--- config.mk ---
export PLATFORM = sky130hd
export DESIGN_NAME = sh_core
export DESIGN_NICKNAME = d
export VERILOG_FILES = /design/src/sh_pkg.sv /design/src/sh_regfile.sv /design/src/sh_front_end.sv /design/src/sh_execute.sv /design/src/sh_mem_access.sv /design/src/sh_core.sv
export SDC_FILE = /design/constraint.sdc
export NUM_CORES = 2
export LEC_CHECK = 0
export BUFFER_PORTS_ARGS = -buffer_cell sky130_fd_sc_hd__buf_4
export CAP_MARGIN = 10
export CORE_ASPECT_RATIO = 0.75
export CORE_MARGIN = 4
export CORE_UTILIZATION = 40
export DETAILED_ROUTE_END_ITERATION = 7
export GPL_TIMING_DRIVEN = 0
export PLACE_DENSITY = 0.66
export SLEW_MARGIN = 0
export SYNTH_ARGS = -nofsm -noshare
export SYNTH_HDL_FRONTEND = slang
export SYNTH_HIERARCHICAL = 1
export SYNTH_SLANG_ARGS = --single-unit
--- constraint.sdc ---
create_clock -name CLK -period 8 [get_ports CLK]
set_input_delay 0.4 -clock CLK [delete_from_list [all_inputs] [get_ports CLK]]
set_output_delay 0.4 -clock CLK [all_outputs]
set_load 0.1 [all_outputs]
--- src/sh_pkg.sv ---
package sh_pkg;

	// ****************************************
	// Widths and constants
	// ****************************************
	localparam int XLEN    = 32;
	localparam int ILEN    = 16;
	localparam int REG_NUM = 16;
	localparam int REG_AW  = 4;

	localparam logic [ILEN-1:0] NOP_INSTR = 16'h0009;
	localparam logic [XLEN-1:0] RESET_PC  = 32'h0000_0000;

	// ****************************************
	// Decoded instruction fields
	// ****************************************
	typedef enum logic [3:0] {
		ALU_ADD,
		ALU_SUB,
		ALU_AND,
		ALU_OR,
		ALU_XOR,
		ALU_PASS_B,
		ALU_CMPEQ,
		ALU_SHLL,
		ALU_SHLR,
		ALU_MOVT
	} alu_op_t;

	// Store access width
	typedef enum logic [1:0] {
		SZ_BYTE,
		SZ_WORD,
		SZ_LONG
	} mem_size_t;

	typedef enum logic {
		SRCB_REG,
		SRCB_IMM
	} src_b_t;

endpackage

--- src/sh_regfile.sv ---
`timescale 1ns/1ps

module sh_regfile import sh_pkg::*; (
	input  logic              CLK,
	input  logic              RST_N,
	input  logic [REG_AW-1:0] rs_a_num,
	input  logic [REG_AW-1:0] rs_b_num,
	input  logic [REG_AW-1:0] wr_num,
	input  logic [XLEN-1:0]   wr_data,
	input  logic              wr_en,

	output logic [XLEN-1:0]   rs_a_data,
	output logic [XLEN-1:0]   rs_b_data
);

	logic [XLEN-1:0] regs [REG_NUM];

	always_ff @(posedge CLK or negedge RST_N) begin
		if (!RST_N) begin
			for (int i = 0; i < REG_NUM; i++) begin
				regs[i] <= '0;
			end
		end else if (wr_en) begin
			regs[wr_num] <= wr_data;
		end
	end

	// Write-through so decode sees the value retiring this cycle
	assign rs_a_data = (wr_en && wr_num == rs_a_num) ? wr_data : regs[rs_a_num];
	assign rs_b_data = (wr_en && wr_num == rs_b_num) ? wr_data : regs[rs_b_num];

endmodule

--- src/sh_front_end.sv ---
`timescale 1ns/1ps

module sh_front_end import sh_pkg::*; (
	input  logic              CLK,
	input  logic              RST_N,
	input  logic              stall,
	input  logic [ILEN-1:0]   ibus_di,

	output logic [XLEN-1:0]   ibus_a,
	output logic [REG_AW-1:0] rs_a_num,
	output logic [REG_AW-1:0] rs_b_num,
	output alu_op_t           ex_op,
	output src_b_t            ex_src_b,
	output logic [XLEN-1:0]   ex_imm,
	output logic [REG_AW-1:0] ex_rd_num,
	output logic              ex_rd_we,
	output logic [REG_AW-1:0] ex_ra_num,
	output logic [REG_AW-1:0] ex_rb_num,
	output logic              ex_store,
	output mem_size_t         ex_size
);

	logic [XLEN-1:0] pc;
	logic [ILEN-1:0] ir;
	logic [ILEN-1:0] ir_hold;
	logic            fetch_on;
	logic            hold_valid;

	alu_op_t         dec_op;
	src_b_t          dec_src_b;
	logic            dec_rd_we;
	logic            dec_store;
	mem_size_t       dec_size;

	// ****************************************
	// Fetch
	// ****************************************
	assign ibus_a = pc;

	// The bus keeps reading at a frozen pc, so park the word it showed
	always_ff @(posedge CLK or negedge RST_N) begin
		if (!RST_N) begin
			pc         <= RESET_PC;
			ir         <= NOP_INSTR;
			fetch_on   <= 1'b0;
			hold_valid <= 1'b0;
		end else if (stall) begin
			hold_valid <= hold_valid | fetch_on;
		end else begin
			pc         <= pc + XLEN'(2);
			fetch_on   <= 1'b1;
			hold_valid <= 1'b0;
			if (hold_valid) begin
				ir <= ir_hold;
			end else if (fetch_on) begin
				ir <= ibus_di;
			end else begin
				ir <= NOP_INSTR;
			end
		end
	end

	always_ff @(posedge CLK) begin
		if (stall && !hold_valid) begin
			ir_hold <= ibus_di;
		end
	end

	// ****************************************
	// Decode
	// ****************************************
	assign rs_a_num = ir[11:8];
	assign rs_b_num = ir[7:4];

	always_comb begin
		dec_op    = ALU_PASS_B;
		dec_src_b = SRCB_REG;
		dec_rd_we = 1'b0;
		dec_store = 1'b0;
		dec_size  = SZ_LONG;
		case (ir[15:12])
			4'h0: begin
				if (ir[7:0] == 8'h29) begin
					dec_op    = ALU_MOVT;
					dec_rd_we = 1'b1;
				end
			end
			4'h2: begin
				case (ir[3:0])
					4'h0: begin
						dec_store = 1'b1;
						dec_size  = SZ_BYTE;
					end
					4'h1: begin
						dec_store = 1'b1;
						dec_size  = SZ_WORD;
					end
					4'h2: dec_store = 1'b1;
					4'h9: begin
						dec_op    = ALU_AND;
						dec_rd_we = 1'b1;
					end
					4'hA: begin
						dec_op    = ALU_XOR;
						dec_rd_we = 1'b1;
					end
					4'hB: begin
						dec_op    = ALU_OR;
						dec_rd_we = 1'b1;
					end
					default: ;
				endcase
			end
			4'h3: begin
				case (ir[3:0])
					4'h0: dec_op = ALU_CMPEQ;
					4'h8: begin
						dec_op    = ALU_SUB;
						dec_rd_we = 1'b1;
					end
					4'hC: begin
						dec_op    = ALU_ADD;
						dec_rd_we = 1'b1;
					end
					default: ;
				endcase
			end
			4'h4: begin
				if (ir[7:1] == 7'h00) begin
					dec_op    = ir[0] ? ALU_SHLR : ALU_SHLL;
					dec_rd_we = 1'b1;
				end
			end
			4'h6: dec_rd_we = (ir[3:0] == 4'h3);
			4'h7: begin
				dec_op    = ALU_ADD;
				dec_src_b = SRCB_IMM;
				dec_rd_we = 1'b1;
			end
			4'hE: begin
				dec_src_b = SRCB_IMM;
				dec_rd_we = 1'b1;
			end
			default: ;
		endcase
	end

	// ****************************************
	// Decode to execute register
	// ****************************************
	always_ff @(posedge CLK or negedge RST_N) begin
		if (!RST_N) begin
			ex_op    <= ALU_PASS_B;
			ex_rd_we <= 1'b0;
			ex_store <= 1'b0;
		end else if (!stall) begin
			ex_op    <= dec_op;
			ex_rd_we <= dec_rd_we;
			ex_store <= dec_store;
		end
	end

	always_ff @(posedge CLK) begin
		if (!stall) begin
			ex_src_b  <= dec_src_b;
			ex_imm    <= {{(XLEN-8){ir[7]}}, ir[7:0]};
			ex_rd_num <= ir[11:8];
			ex_ra_num <= rs_a_num;
			ex_rb_num <= rs_b_num;
			ex_size   <= dec_size;
		end
	end

endmodule

--- src/sh_execute.sv ---
`timescale 1ns/1ps

module sh_execute import sh_pkg::*; (
	input  logic              CLK,
	input  logic              RST_N,
	input  logic              stall,

	input  alu_op_t           ex_op,
	input  src_b_t            ex_src_b,
	input  logic [XLEN-1:0]   ex_imm,
	input  logic [REG_AW-1:0] ex_rd_num,
	input  logic              ex_rd_we,
	input  logic [REG_AW-1:0] ex_ra_num,
	input  logic [REG_AW-1:0] ex_rb_num,
	input  logic              ex_store,
	input  mem_size_t         ex_size,
	input  logic [XLEN-1:0]   rs_a_data,
	input  logic [XLEN-1:0]   rs_b_data,

	input  logic [REG_AW-1:0] wb_num,
	input  logic [XLEN-1:0]   wb_data,
	input  logic              wb_en,

	output logic              ma_store,
	output mem_size_t         ma_size,
	output logic [XLEN-1:0]   ma_addr,
	output logic [XLEN-1:0]   ma_wdata,
	output logic [REG_AW-1:0] ma_rd_num,
	output logic              ma_rd_we,
	output logic [XLEN-1:0]   ma_result
);

	logic [XLEN-1:0] op_a_q;
	logic [XLEN-1:0] op_b_q;
	logic [XLEN-1:0] fwd_a;
	logic [XLEN-1:0] fwd_b;
	logic [XLEN-1:0] op_b;
	logic [XLEN-1:0] alu_res;
	logic            t_flag;
	logic            t_next;

	// ****************************************
	// Operand bypass
	// ****************************************
	function automatic logic [XLEN-1:0] bypass(
		input logic [REG_AW-1:0] num,
		input logic [XLEN-1:0]   held
	);
		if (ma_rd_we && ma_rd_num == num) begin
			return ma_result;
		end else if (wb_en && wb_num == num) begin
			return wb_data;
		end
		return held;
	endfunction

	always_comb begin
		fwd_a = bypass(ex_ra_num, op_a_q);
		fwd_b = bypass(ex_rb_num, op_b_q);
		op_b  = (ex_src_b == SRCB_IMM) ? ex_imm : fwd_b;
	end

	// Refreshed while frozen, the WB result is gone after the stall
	always_ff @(posedge CLK) begin
		op_a_q <= stall ? fwd_a : rs_a_data;
		op_b_q <= stall ? fwd_b : rs_b_data;
	end

	// ****************************************
	// ALU and T flag
	// ****************************************
	always_comb begin
		alu_res = op_b;
		t_next  = t_flag;
		case (ex_op)
			ALU_ADD:    alu_res = fwd_a + op_b;
			ALU_SUB:    alu_res = fwd_a - op_b;
			ALU_AND:    alu_res = fwd_a & op_b;
			ALU_OR:     alu_res = fwd_a | op_b;
			ALU_XOR:    alu_res = fwd_a ^ op_b;
			ALU_PASS_B: alu_res = op_b;
			ALU_CMPEQ:  t_next = (fwd_a == op_b);
			ALU_SHLL: begin
				alu_res = {fwd_a[XLEN-2:0], 1'b0};
				t_next  = fwd_a[XLEN-1];
			end
			ALU_SHLR: begin
				alu_res = {1'b0, fwd_a[XLEN-1:1]};
				t_next  = fwd_a[0];
			end
			ALU_MOVT:   alu_res = {{(XLEN-1){1'b0}}, t_flag};
			default: ;
		endcase
	end

	// ****************************************
	// Execute to memory register
	// ****************************************
	always_ff @(posedge CLK or negedge RST_N) begin
		if (!RST_N) begin
			t_flag   <= 1'b0;
			ma_store <= 1'b0;
			ma_rd_we <= 1'b0;
		end else if (!stall) begin
			t_flag   <= t_next;
			ma_store <= ex_store;
			ma_rd_we <= ex_rd_we;
		end
	end

	// Store address from Rn, data from Rm
	always_ff @(posedge CLK) begin
		if (!stall) begin
			ma_size   <= ex_size;
			ma_addr   <= fwd_a;
			ma_wdata  <= fwd_b;
			ma_rd_num <= ex_rd_num;
			ma_result <= alu_res;
		end
	end

endmodule

--- src/sh_mem_access.sv ---
`timescale 1ns/1ps

module sh_mem_access import sh_pkg::*; (
	input  logic              CLK,
	input  logic              RST_N,

	input  logic              ma_store,
	input  mem_size_t         ma_size,
	input  logic [XLEN-1:0]   ma_addr,
	input  logic [XLEN-1:0]   ma_wdata,
	input  logic [REG_AW-1:0] ma_rd_num,
	input  logic              ma_rd_we,
	input  logic [XLEN-1:0]   ma_result,
	input  logic              BUS_WAIT,

	output logic              stall,
	output logic [XLEN-1:0]   BUS_A,
	output logic [XLEN-1:0]   BUS_DO,
	output logic [3:0]        BUS_BA,
	output logic              BUS_WR,
	output logic [REG_AW-1:0] wb_num,
	output logic [XLEN-1:0]   wb_data,
	output logic              wb_en
);

	// Whole pipeline holds while a store waits on the bus
	assign stall  = ma_store & BUS_WAIT;

	assign BUS_WR = ma_store;
	assign BUS_A  = ma_addr;

	// ****************************************
	// Big-endian lanes
	// ****************************************
	always_comb begin
		case (ma_size)
			SZ_BYTE: begin
				BUS_DO = {4{ma_wdata[7:0]}};
				BUS_BA = 4'b1000 >> ma_addr[1:0];
			end
			SZ_WORD: begin
				BUS_DO = {2{ma_wdata[15:0]}};
				BUS_BA = ma_addr[1] ? 4'b0011 : 4'b1100;
			end
			default: begin
				BUS_DO = ma_wdata;
				BUS_BA = 4'b1111;
			end
		endcase
	end

	// ****************************************
	// Write-back register
	// ****************************************
	always_ff @(posedge CLK or negedge RST_N) begin
		if (!RST_N) begin
			wb_en <= 1'b0;
		end else begin
			wb_en <= ma_rd_we & ~stall;
		end
	end

	always_ff @(posedge CLK) begin
		if (!stall) begin
			wb_num  <= ma_rd_num;
			wb_data <= ma_result;
		end
	end

endmodule

--- src/sh_core.sv ---
`timescale 1ns/1ps

module sh_core import sh_pkg::*; (
	input  logic            CLK,
	input  logic            RST_N,

	output logic [XLEN-1:0] IBUS_A,
	input  logic [ILEN-1:0] IBUS_DI,

	output logic [XLEN-1:0] BUS_A,
	output logic [XLEN-1:0] BUS_DO,
	output logic [3:0]      BUS_BA,
	output logic            BUS_WR,
	input  logic            BUS_WAIT
);

	logic              stall;

	// Register file read port
	logic [REG_AW-1:0] rs_a_num;
	logic [REG_AW-1:0] rs_b_num;
	logic [XLEN-1:0]   rs_a_data;
	logic [XLEN-1:0]   rs_b_data;

	// Decode to execute
	alu_op_t           ex_op;
	src_b_t            ex_src_b;
	logic [XLEN-1:0]   ex_imm;
	logic [REG_AW-1:0] ex_rd_num;
	logic              ex_rd_we;
	logic [REG_AW-1:0] ex_ra_num;
	logic [REG_AW-1:0] ex_rb_num;
	logic              ex_store;
	mem_size_t         ex_size;

	// Execute to memory access
	logic              ma_store;
	mem_size_t         ma_size;
	logic [XLEN-1:0]   ma_addr;
	logic [XLEN-1:0]   ma_wdata;
	logic [REG_AW-1:0] ma_rd_num;
	logic              ma_rd_we;
	logic [XLEN-1:0]   ma_result;

	// Write-back
	logic [REG_AW-1:0] wb_num;
	logic [XLEN-1:0]   wb_data;
	logic              wb_en;

	sh_front_end front_end_i (
		.CLK       (CLK),
		.RST_N     (RST_N),
		.stall     (stall),
		.ibus_di   (IBUS_DI),
		.ibus_a    (IBUS_A),
		.rs_a_num  (rs_a_num),
		.rs_b_num  (rs_b_num),
		.ex_op     (ex_op),
		.ex_src_b  (ex_src_b),
		.ex_imm    (ex_imm),
		.ex_rd_num (ex_rd_num),
		.ex_rd_we  (ex_rd_we),
		.ex_ra_num (ex_ra_num),
		.ex_rb_num (ex_rb_num),
		.ex_store  (ex_store),
		.ex_size   (ex_size)
	);

	sh_regfile regfile_i (
		.CLK       (CLK),
		.RST_N     (RST_N),
		.rs_a_num  (rs_a_num),
		.rs_b_num  (rs_b_num),
		.wr_num    (wb_num),
		.wr_data   (wb_data),
		.wr_en     (wb_en),
		.rs_a_data (rs_a_data),
		.rs_b_data (rs_b_data)
	);

	sh_execute execute_i (
		.CLK       (CLK),
		.RST_N     (RST_N),
		.stall     (stall),
		.ex_op     (ex_op),
		.ex_src_b  (ex_src_b),
		.ex_imm    (ex_imm),
		.ex_rd_num (ex_rd_num),
		.ex_rd_we  (ex_rd_we),
		.ex_ra_num (ex_ra_num),
		.ex_rb_num (ex_rb_num),
		.ex_store  (ex_store),
		.ex_size   (ex_size),
		.rs_a_data (rs_a_data),
		.rs_b_data (rs_b_data),
		.wb_num    (wb_num),
		.wb_data   (wb_data),
		.wb_en     (wb_en),
		.ma_store  (ma_store),
		.ma_size   (ma_size),
		.ma_addr   (ma_addr),
		.ma_wdata  (ma_wdata),
		.ma_rd_num (ma_rd_num),
		.ma_rd_we  (ma_rd_we),
		.ma_result (ma_result)
	);

	sh_mem_access mem_access_i (
		.CLK       (CLK),
		.RST_N     (RST_N),
		.ma_store  (ma_store),
		.ma_size   (ma_size),
		.ma_addr   (ma_addr),
		.ma_wdata  (ma_wdata),
		.ma_rd_num (ma_rd_num),
		.ma_rd_we  (ma_rd_we),
		.ma_result (ma_result),
		.BUS_WAIT  (BUS_WAIT),
		.stall     (stall),
		.BUS_A     (BUS_A),
		.BUS_DO    (BUS_DO),
		.BUS_BA    (BUS_BA),
		.BUS_WR    (BUS_WR),
		.wb_num    (wb_num),
		.wb_data   (wb_data),
		.wb_en     (wb_en)
	);

endmodule

* After elaboration in Yosys (flattened, before gate mapping) *
Cells that the tools add are included.

storage, ports and cells
  bits in registers = 809
  output and inout bits = 101
  logic and storage cells = 158

cells by class
  add/subtract/negate cells = 3
  order comparisons = 4
  eq/ne operators = 31
  shift-type cells = 1
  muxes and demuxes = 47
  bitwise gates (word level) = 10
  reduce and logical (&&, ||, !) cells = 20

operator list
  kind                     number
  $bwmux W512              1
  $mux W32                 16
  $bmux W32 S4             2
  $pmux W32 S8             1
  $demux W32 S4            1
  $pmux W32 S2             1
  $add A32 B2 Y32 const B  1
  $add A32 B32 Y32         1
  $and A32 B32 Y32         1
  $eq A32 B32 Y1           1
  $eq A4 B4 Y1 const B     8
  $mux W16                 2
  $or A32 B32 Y32          1
  $sub A32 B32 Y32         1
  $xor A32 B32 Y32         1
  $eq A4 B2 Y1 const B     6
  $eq A4 B3 Y1 const B     6
  $eq A4 B4 Y1             6
  $pmux W4 S5              1
  $pmux W3 S3              2
  $mux W4                  4
  $ge A5 B5 Y1 const B     3
  $not A4 Y5               3
  $logic_not A4 Y1         3
  21 further kinds         43

* Depth between registers and ports, before layout *
  depth after elaboration = 8
  mapped depth = 23

* By module *
The synthesis kept the hierarchy.

by module, submodules not included
  module         times used  cells each  area an instance (sq um)
  sh_regfile     1           1,756       27,337.5
  sh_execute     1           1,430       13,078.8
  sh_front_end   1           353         4,012.6
  sh_mem_access  1           133         1,891.8

* Worst setup path after synthesis *
No wires, ideal clock.

  path kind = register to register
  start point = register, netlist name front_end_i/ex_imm[7]
  end point = register execute_i.ma_result[20], data pin
  setup time = 261 ps
  arrival time = 5,259 ps
  path slack = 2,480 ps
  stages on the path, launching flop included = 23
  buffers on the path = 4
  cells stage by stage = edfxtp_1 > buf_4 > xor2_1 > nor3_2 > and3_2 > clkbuf_1 > clkbuf_1 > clkbuf_1 > o21ai_0 > mux2i_1 > inv_1 > ha_1 > fa_1 > a21o_1 > a21oi_1 > o21ai_0 > a221oi_1 > o31ai_1 > o31ai_1 > o31ai_1 > a221oi_1 > a21oi_1 > o311a_1

between the ends
  cells in the longest elaborated chain, start to end = 3

ends and longest elaborated chain
  what                                      line               text
  $mux W32 *                                sh_execute.sv:60   op_b = (ex_src_b == SRCB_IMM) ? ex_imm : fwd_b;
  $sub A32 B32 Y32 (tied with other cells)  sh_execute.sv:77   ALU_SUB: alu_res = fwd_a - op_b;
  $pmux W32 S8 *                            sh_execute.sv:75   case (ex_op)
  via execute_i.alu_res[20]                 sh_execute.sv:38   logic [XLEN-1:0] alu_res;
  end signal: assignment                    sh_execute.sv:118  ma_result <= alu_res;
  end: declaration                          sh_execute.sv:30   output logic [XLEN-1:0] ma_result

The timed path passes the listed nets; every way through them passes the cells marked *.
A chain may end at the register's enable or synchronous reset.

* Final worst setup path *
  start point = register front_end_i.ex_ra_num[2]
  end point = register execute_i.ma_result[31], data pin

between the ends
  cells in the longest elaborated chain, start to end = 7

ends and longest elaborated chain
  what                                                  line                                text
  start: declaration                                    sh_front_end.sv:17                  output logic [REG_AW-1:0] ex_ra_num,
  start signal: assignment                              sh_front_end.sv:168                 ex_ra_num <= rs_a_num;
  $eq A4 B4 Y1                                          sh_execute.sv:51                    end else if (wb_en && wb_num == num) begin
  $logic_and A1 B1 Y1                                   sh_execute.sv:51
  $mux W1                                               sh_execute.sv:51
  $mux W1                                               sh_execute.sv:49                    if (ma_rd_we && ma_rd_num == num) begin
  $mux W32 *                                            sh_execute.sv:54                    return held;
  via execute_i.fwd_a[3]                                sh_execute.sv:35                    logic [XLEN-1:0] fwd_a;
  $sub A32 B32 Y32 or $add A32 B32 Y32 (tied branches)  sh_execute.sv:77, sh_execute.sv:76
  $pmux W32 S8 *                                        sh_execute.sv:75
  via execute_i.alu_res[31]                             sh_execute.sv:38

Marks and branches as above.

==> impl_metrics.yaml <==
outcome:
  outcome: "finished with violations"
  violations: "setup timing"
pwr:
  p_leak_uw: 0.0226
  ir_drop_mv: 0.259
  power_density_nw_per_um2: 330
worst_setup_path:
  required_ns: 8.41
  crit_fanout: 10
  crit_type: "reg2reg"
  worst_ep_arrival_time_ns: 8.48
  end_kind: "register"
  worst_setup_path_start_kind: "register"
routing:
  num_vias: 34400
  antenna_left: 0
  drc: 0
  firstDrtPassIters: 6
  routed_wl_um: 158000
  wire_per_inst_um: 28.7
  drt_iter0_drc: 4486
  vias_per_cell: 6.25
placed_design:
  port-buffer-count: 118
  dp.cells: 5342
  place_area_um2: 49500
  gp_congestion: 1.01
  dp_hpwl_um: 119000
cells_and_area:
  fillers: 10300
  finalNonFillerCells: 5503
  drive_above_1_share_pct: 36.4
  nets: 4040
  areaGrowthSynthToFinish_pct: 13.1
  design_area_um2: 52400
clock_network:
  cts_tree: "built"
  clockBufferDepth: 3
  cts_root_buf: "clkbuf_16"
  htreeDepth: 3
  cts_buffers: 81
  path_clk_slew_ns: 0.06
  clk_latency_ns: 0.66
  cts.sinks: 804
sta:
  setup_viol: 1
  drv_slew: 0
  tightest_slew_ns: 1.41
  min_period_ns: 8.08
  hold_viol: 0
  setup_slack_ns: -0.0781
  hold_ws_ns: 0.218
  fmax_mhz: 124
  relSlewSlack_pct: 5.97
  clock_skew_ns: 0.0326
  rsz0062_at_grt: "false"
  period_share_pct: 101
synthesis:
  ys_top_cells_by_count: "mux2_2 (663), dfrtp_1 (567), mux4_2 (258)"
  syn-num-nets: 3793
  yosysTopAreaCell: "dfrtp_1"
  synth_top_area_share_pct: 30.6
  synth.distinct_cells: 110
  async_reset_ff_share_pct: 71.0
  syn_area_um2: 46300
  synth_enable_flop_cells: 169
  synth_seq_area_share_pct: 44.6
  synth_area_leaders: "dfrtp_1 (31%), mux2_2 (16%), mux4_2 (13%), edfxtp_1 (11%), dfxtp_1 (2.8%)"
  ys_warn_count: 6
  yosysMostFrequentCell: "mux2_2"
  synthFlopType: "dfrtp_1"
  avgSynthCellArea_um2: 12.6
  synthCells: 3672
  ys_ff_latch: 804
global_route:
  grt_pass1_wl_um: 230000
  first_global_vias: 33100
  antenna_found_initial: 1
  grt_usage_pct: 25.6
  grt.overflow.total: 0
  grt_max_degree: 111
floorplan:
  ios: 120
  die_h_um: 303
  dieArea_um2: 121000
  rows: 107
  design.core.area_um2: 114000
  die_x_um: 401
  initial_core_util_pct: 40.6
run:
  max_cap_viol_count: 0
hold_path:
  hp-class: "in2reg"
## power by group
group          switching [µW]  internal [µW]
logic                    4260           2690
registers                1060           5400
clock network            1660           2210
## final timing paths
check,startpoint,end,slack (ns),depth (start not counted)
max,front_end_i/ex_ra_num[2],execute_i/ma_result[31],-0.08,18
min,BUS_WAIT,mem_access_i/wb_data[27],0.22,2
max reg2reg,front_end_i/ex_ra_num[2],execute_i/ma_result[31],-0.08,18
min reg2reg,front_end_i/ex_size[1],execute_i/ma_size[1],0.47,0
max in group asynchronous,RST_N,front_end_i/ibus_a[13],5.68,5
min in group asynchronous,RST_N,regfile_i/regs[114],0.28,2
## metal layers
metal	track usage, %	up-vias	share of wire [%]
li1	-	14300	-
met1	39.9	17800	46
met2	33.5	1941	39
met3	8.66	255	13
met4	6.43	0	2.7
met5	0	-	0
## through the flow
step	setup WS, ns	util [%]	total power, µW	setup TNS (ns)
2_1_floorplan	2.48	-	10900	0
3_3_place_gp	-1.98	43.0	13100	-19.73
6_report	-0.0781	45.9	17300	-0.0781
3_5_place_dp	-1.46	43.4	13200	-9.55
5_1_grt	0.0188	45.9	18000	0
4_1_cts	0.0125	45.8	17100	0
## kinds of logic after synthesis
logic type | Yosys count | synth area share, %
flops | 804 | 44.6
mux | 1026 | 30.9
fa+ha+maj | 102 | 2.77
xor+xnor | 72 | 1.36
compound gates | 629 | 9.53
simple gates | 559 | 5.84
buf+inv | 479 | 4.97
other cells | 1 | 0.00810
## critical path, stage by stage (launching register included)
cell	delay, ns
edfxtp_1	0.52
xnor2_1	0.20
nand3_1	0.18
nor2_2	0.49
clkbuf_1	0.70
buf_2	0.51
buf_1	0.66
nand2_1	0.11
o21ai_1	0.54
ha_1	0.38
inv_1	0.17
o21ai_0	0.71
a31oi_2	0.40
a2111oi_2	1.00
nor4_1	0.21
or3_1	0.47
and3_1	0.17
o32ai_1	0.26
nand3b_1	0.10
## cells in the final DEF (no fill, tap or decap), types with 101 or more instances in the layout
| cell | instances |
|---|---|
| ha_1 | 101 |
| inv_1 | 107 |
| mux2i_1 | 103 |
| nand2_1 | 234 |
| buf_4 | 216 |
| o21ai_0 | 121 |
| a21oi_1 | 110 |
| mux4_2 | 258 |
| clkbuf_1 | 169 |
| edfxtp_1 | 169 |
| mux2_2 | 663 |
| a22oi_1 | 146 |
| dfrtp_1 | 567 |
## area by class of cell
cell class / instances / area, µm² / area share (%)
flip-flops and latches: 804 / 20600 / 39.4
clock inverters: 22 / 239 / 0.456
multi-input cells: 2389 / 23400 / 44.7
plain buffers: 368 / 1890 / 3.61
diodes: 1 / 2.50 / 0.00478
inverters: 109 / 412 / 0.786
clock buffers: 118 / 2400 / 4.58
repair buffers: 166 / 1470 / 2.80
well taps: 1526 / 1910 / 3.64
## repair_timing
item | 4_1_cts | 5_1_grt
resized for setup | 3 | 12
pin swaps | 0 | 0
setup endpoints to repair | 17 | 11
endpoints found under the hold margin | 80 | 0
hold buffers | 17 | 0
setup buffers | 1 | 0
gates cloned | 0 | 0
## sequential cells by signal, indices dropped and copies added (netlist names), 8 cells and up
signal,count
execute_i/ma_result,32
front_end_i/ir_hold,16
execute_i/op_b_q,32
front_end_i/ibus_a,31
execute_i/ma_addr,32
execute_i/op_a_q,32
front_end_i/ir,16
mem_access_i/wb_data,32
regfile_i/regs,512
execute_i/ma_wdata,32
front_end_i/ex_imm,8
No activity file was read; power rests on OpenSTA's default activity.
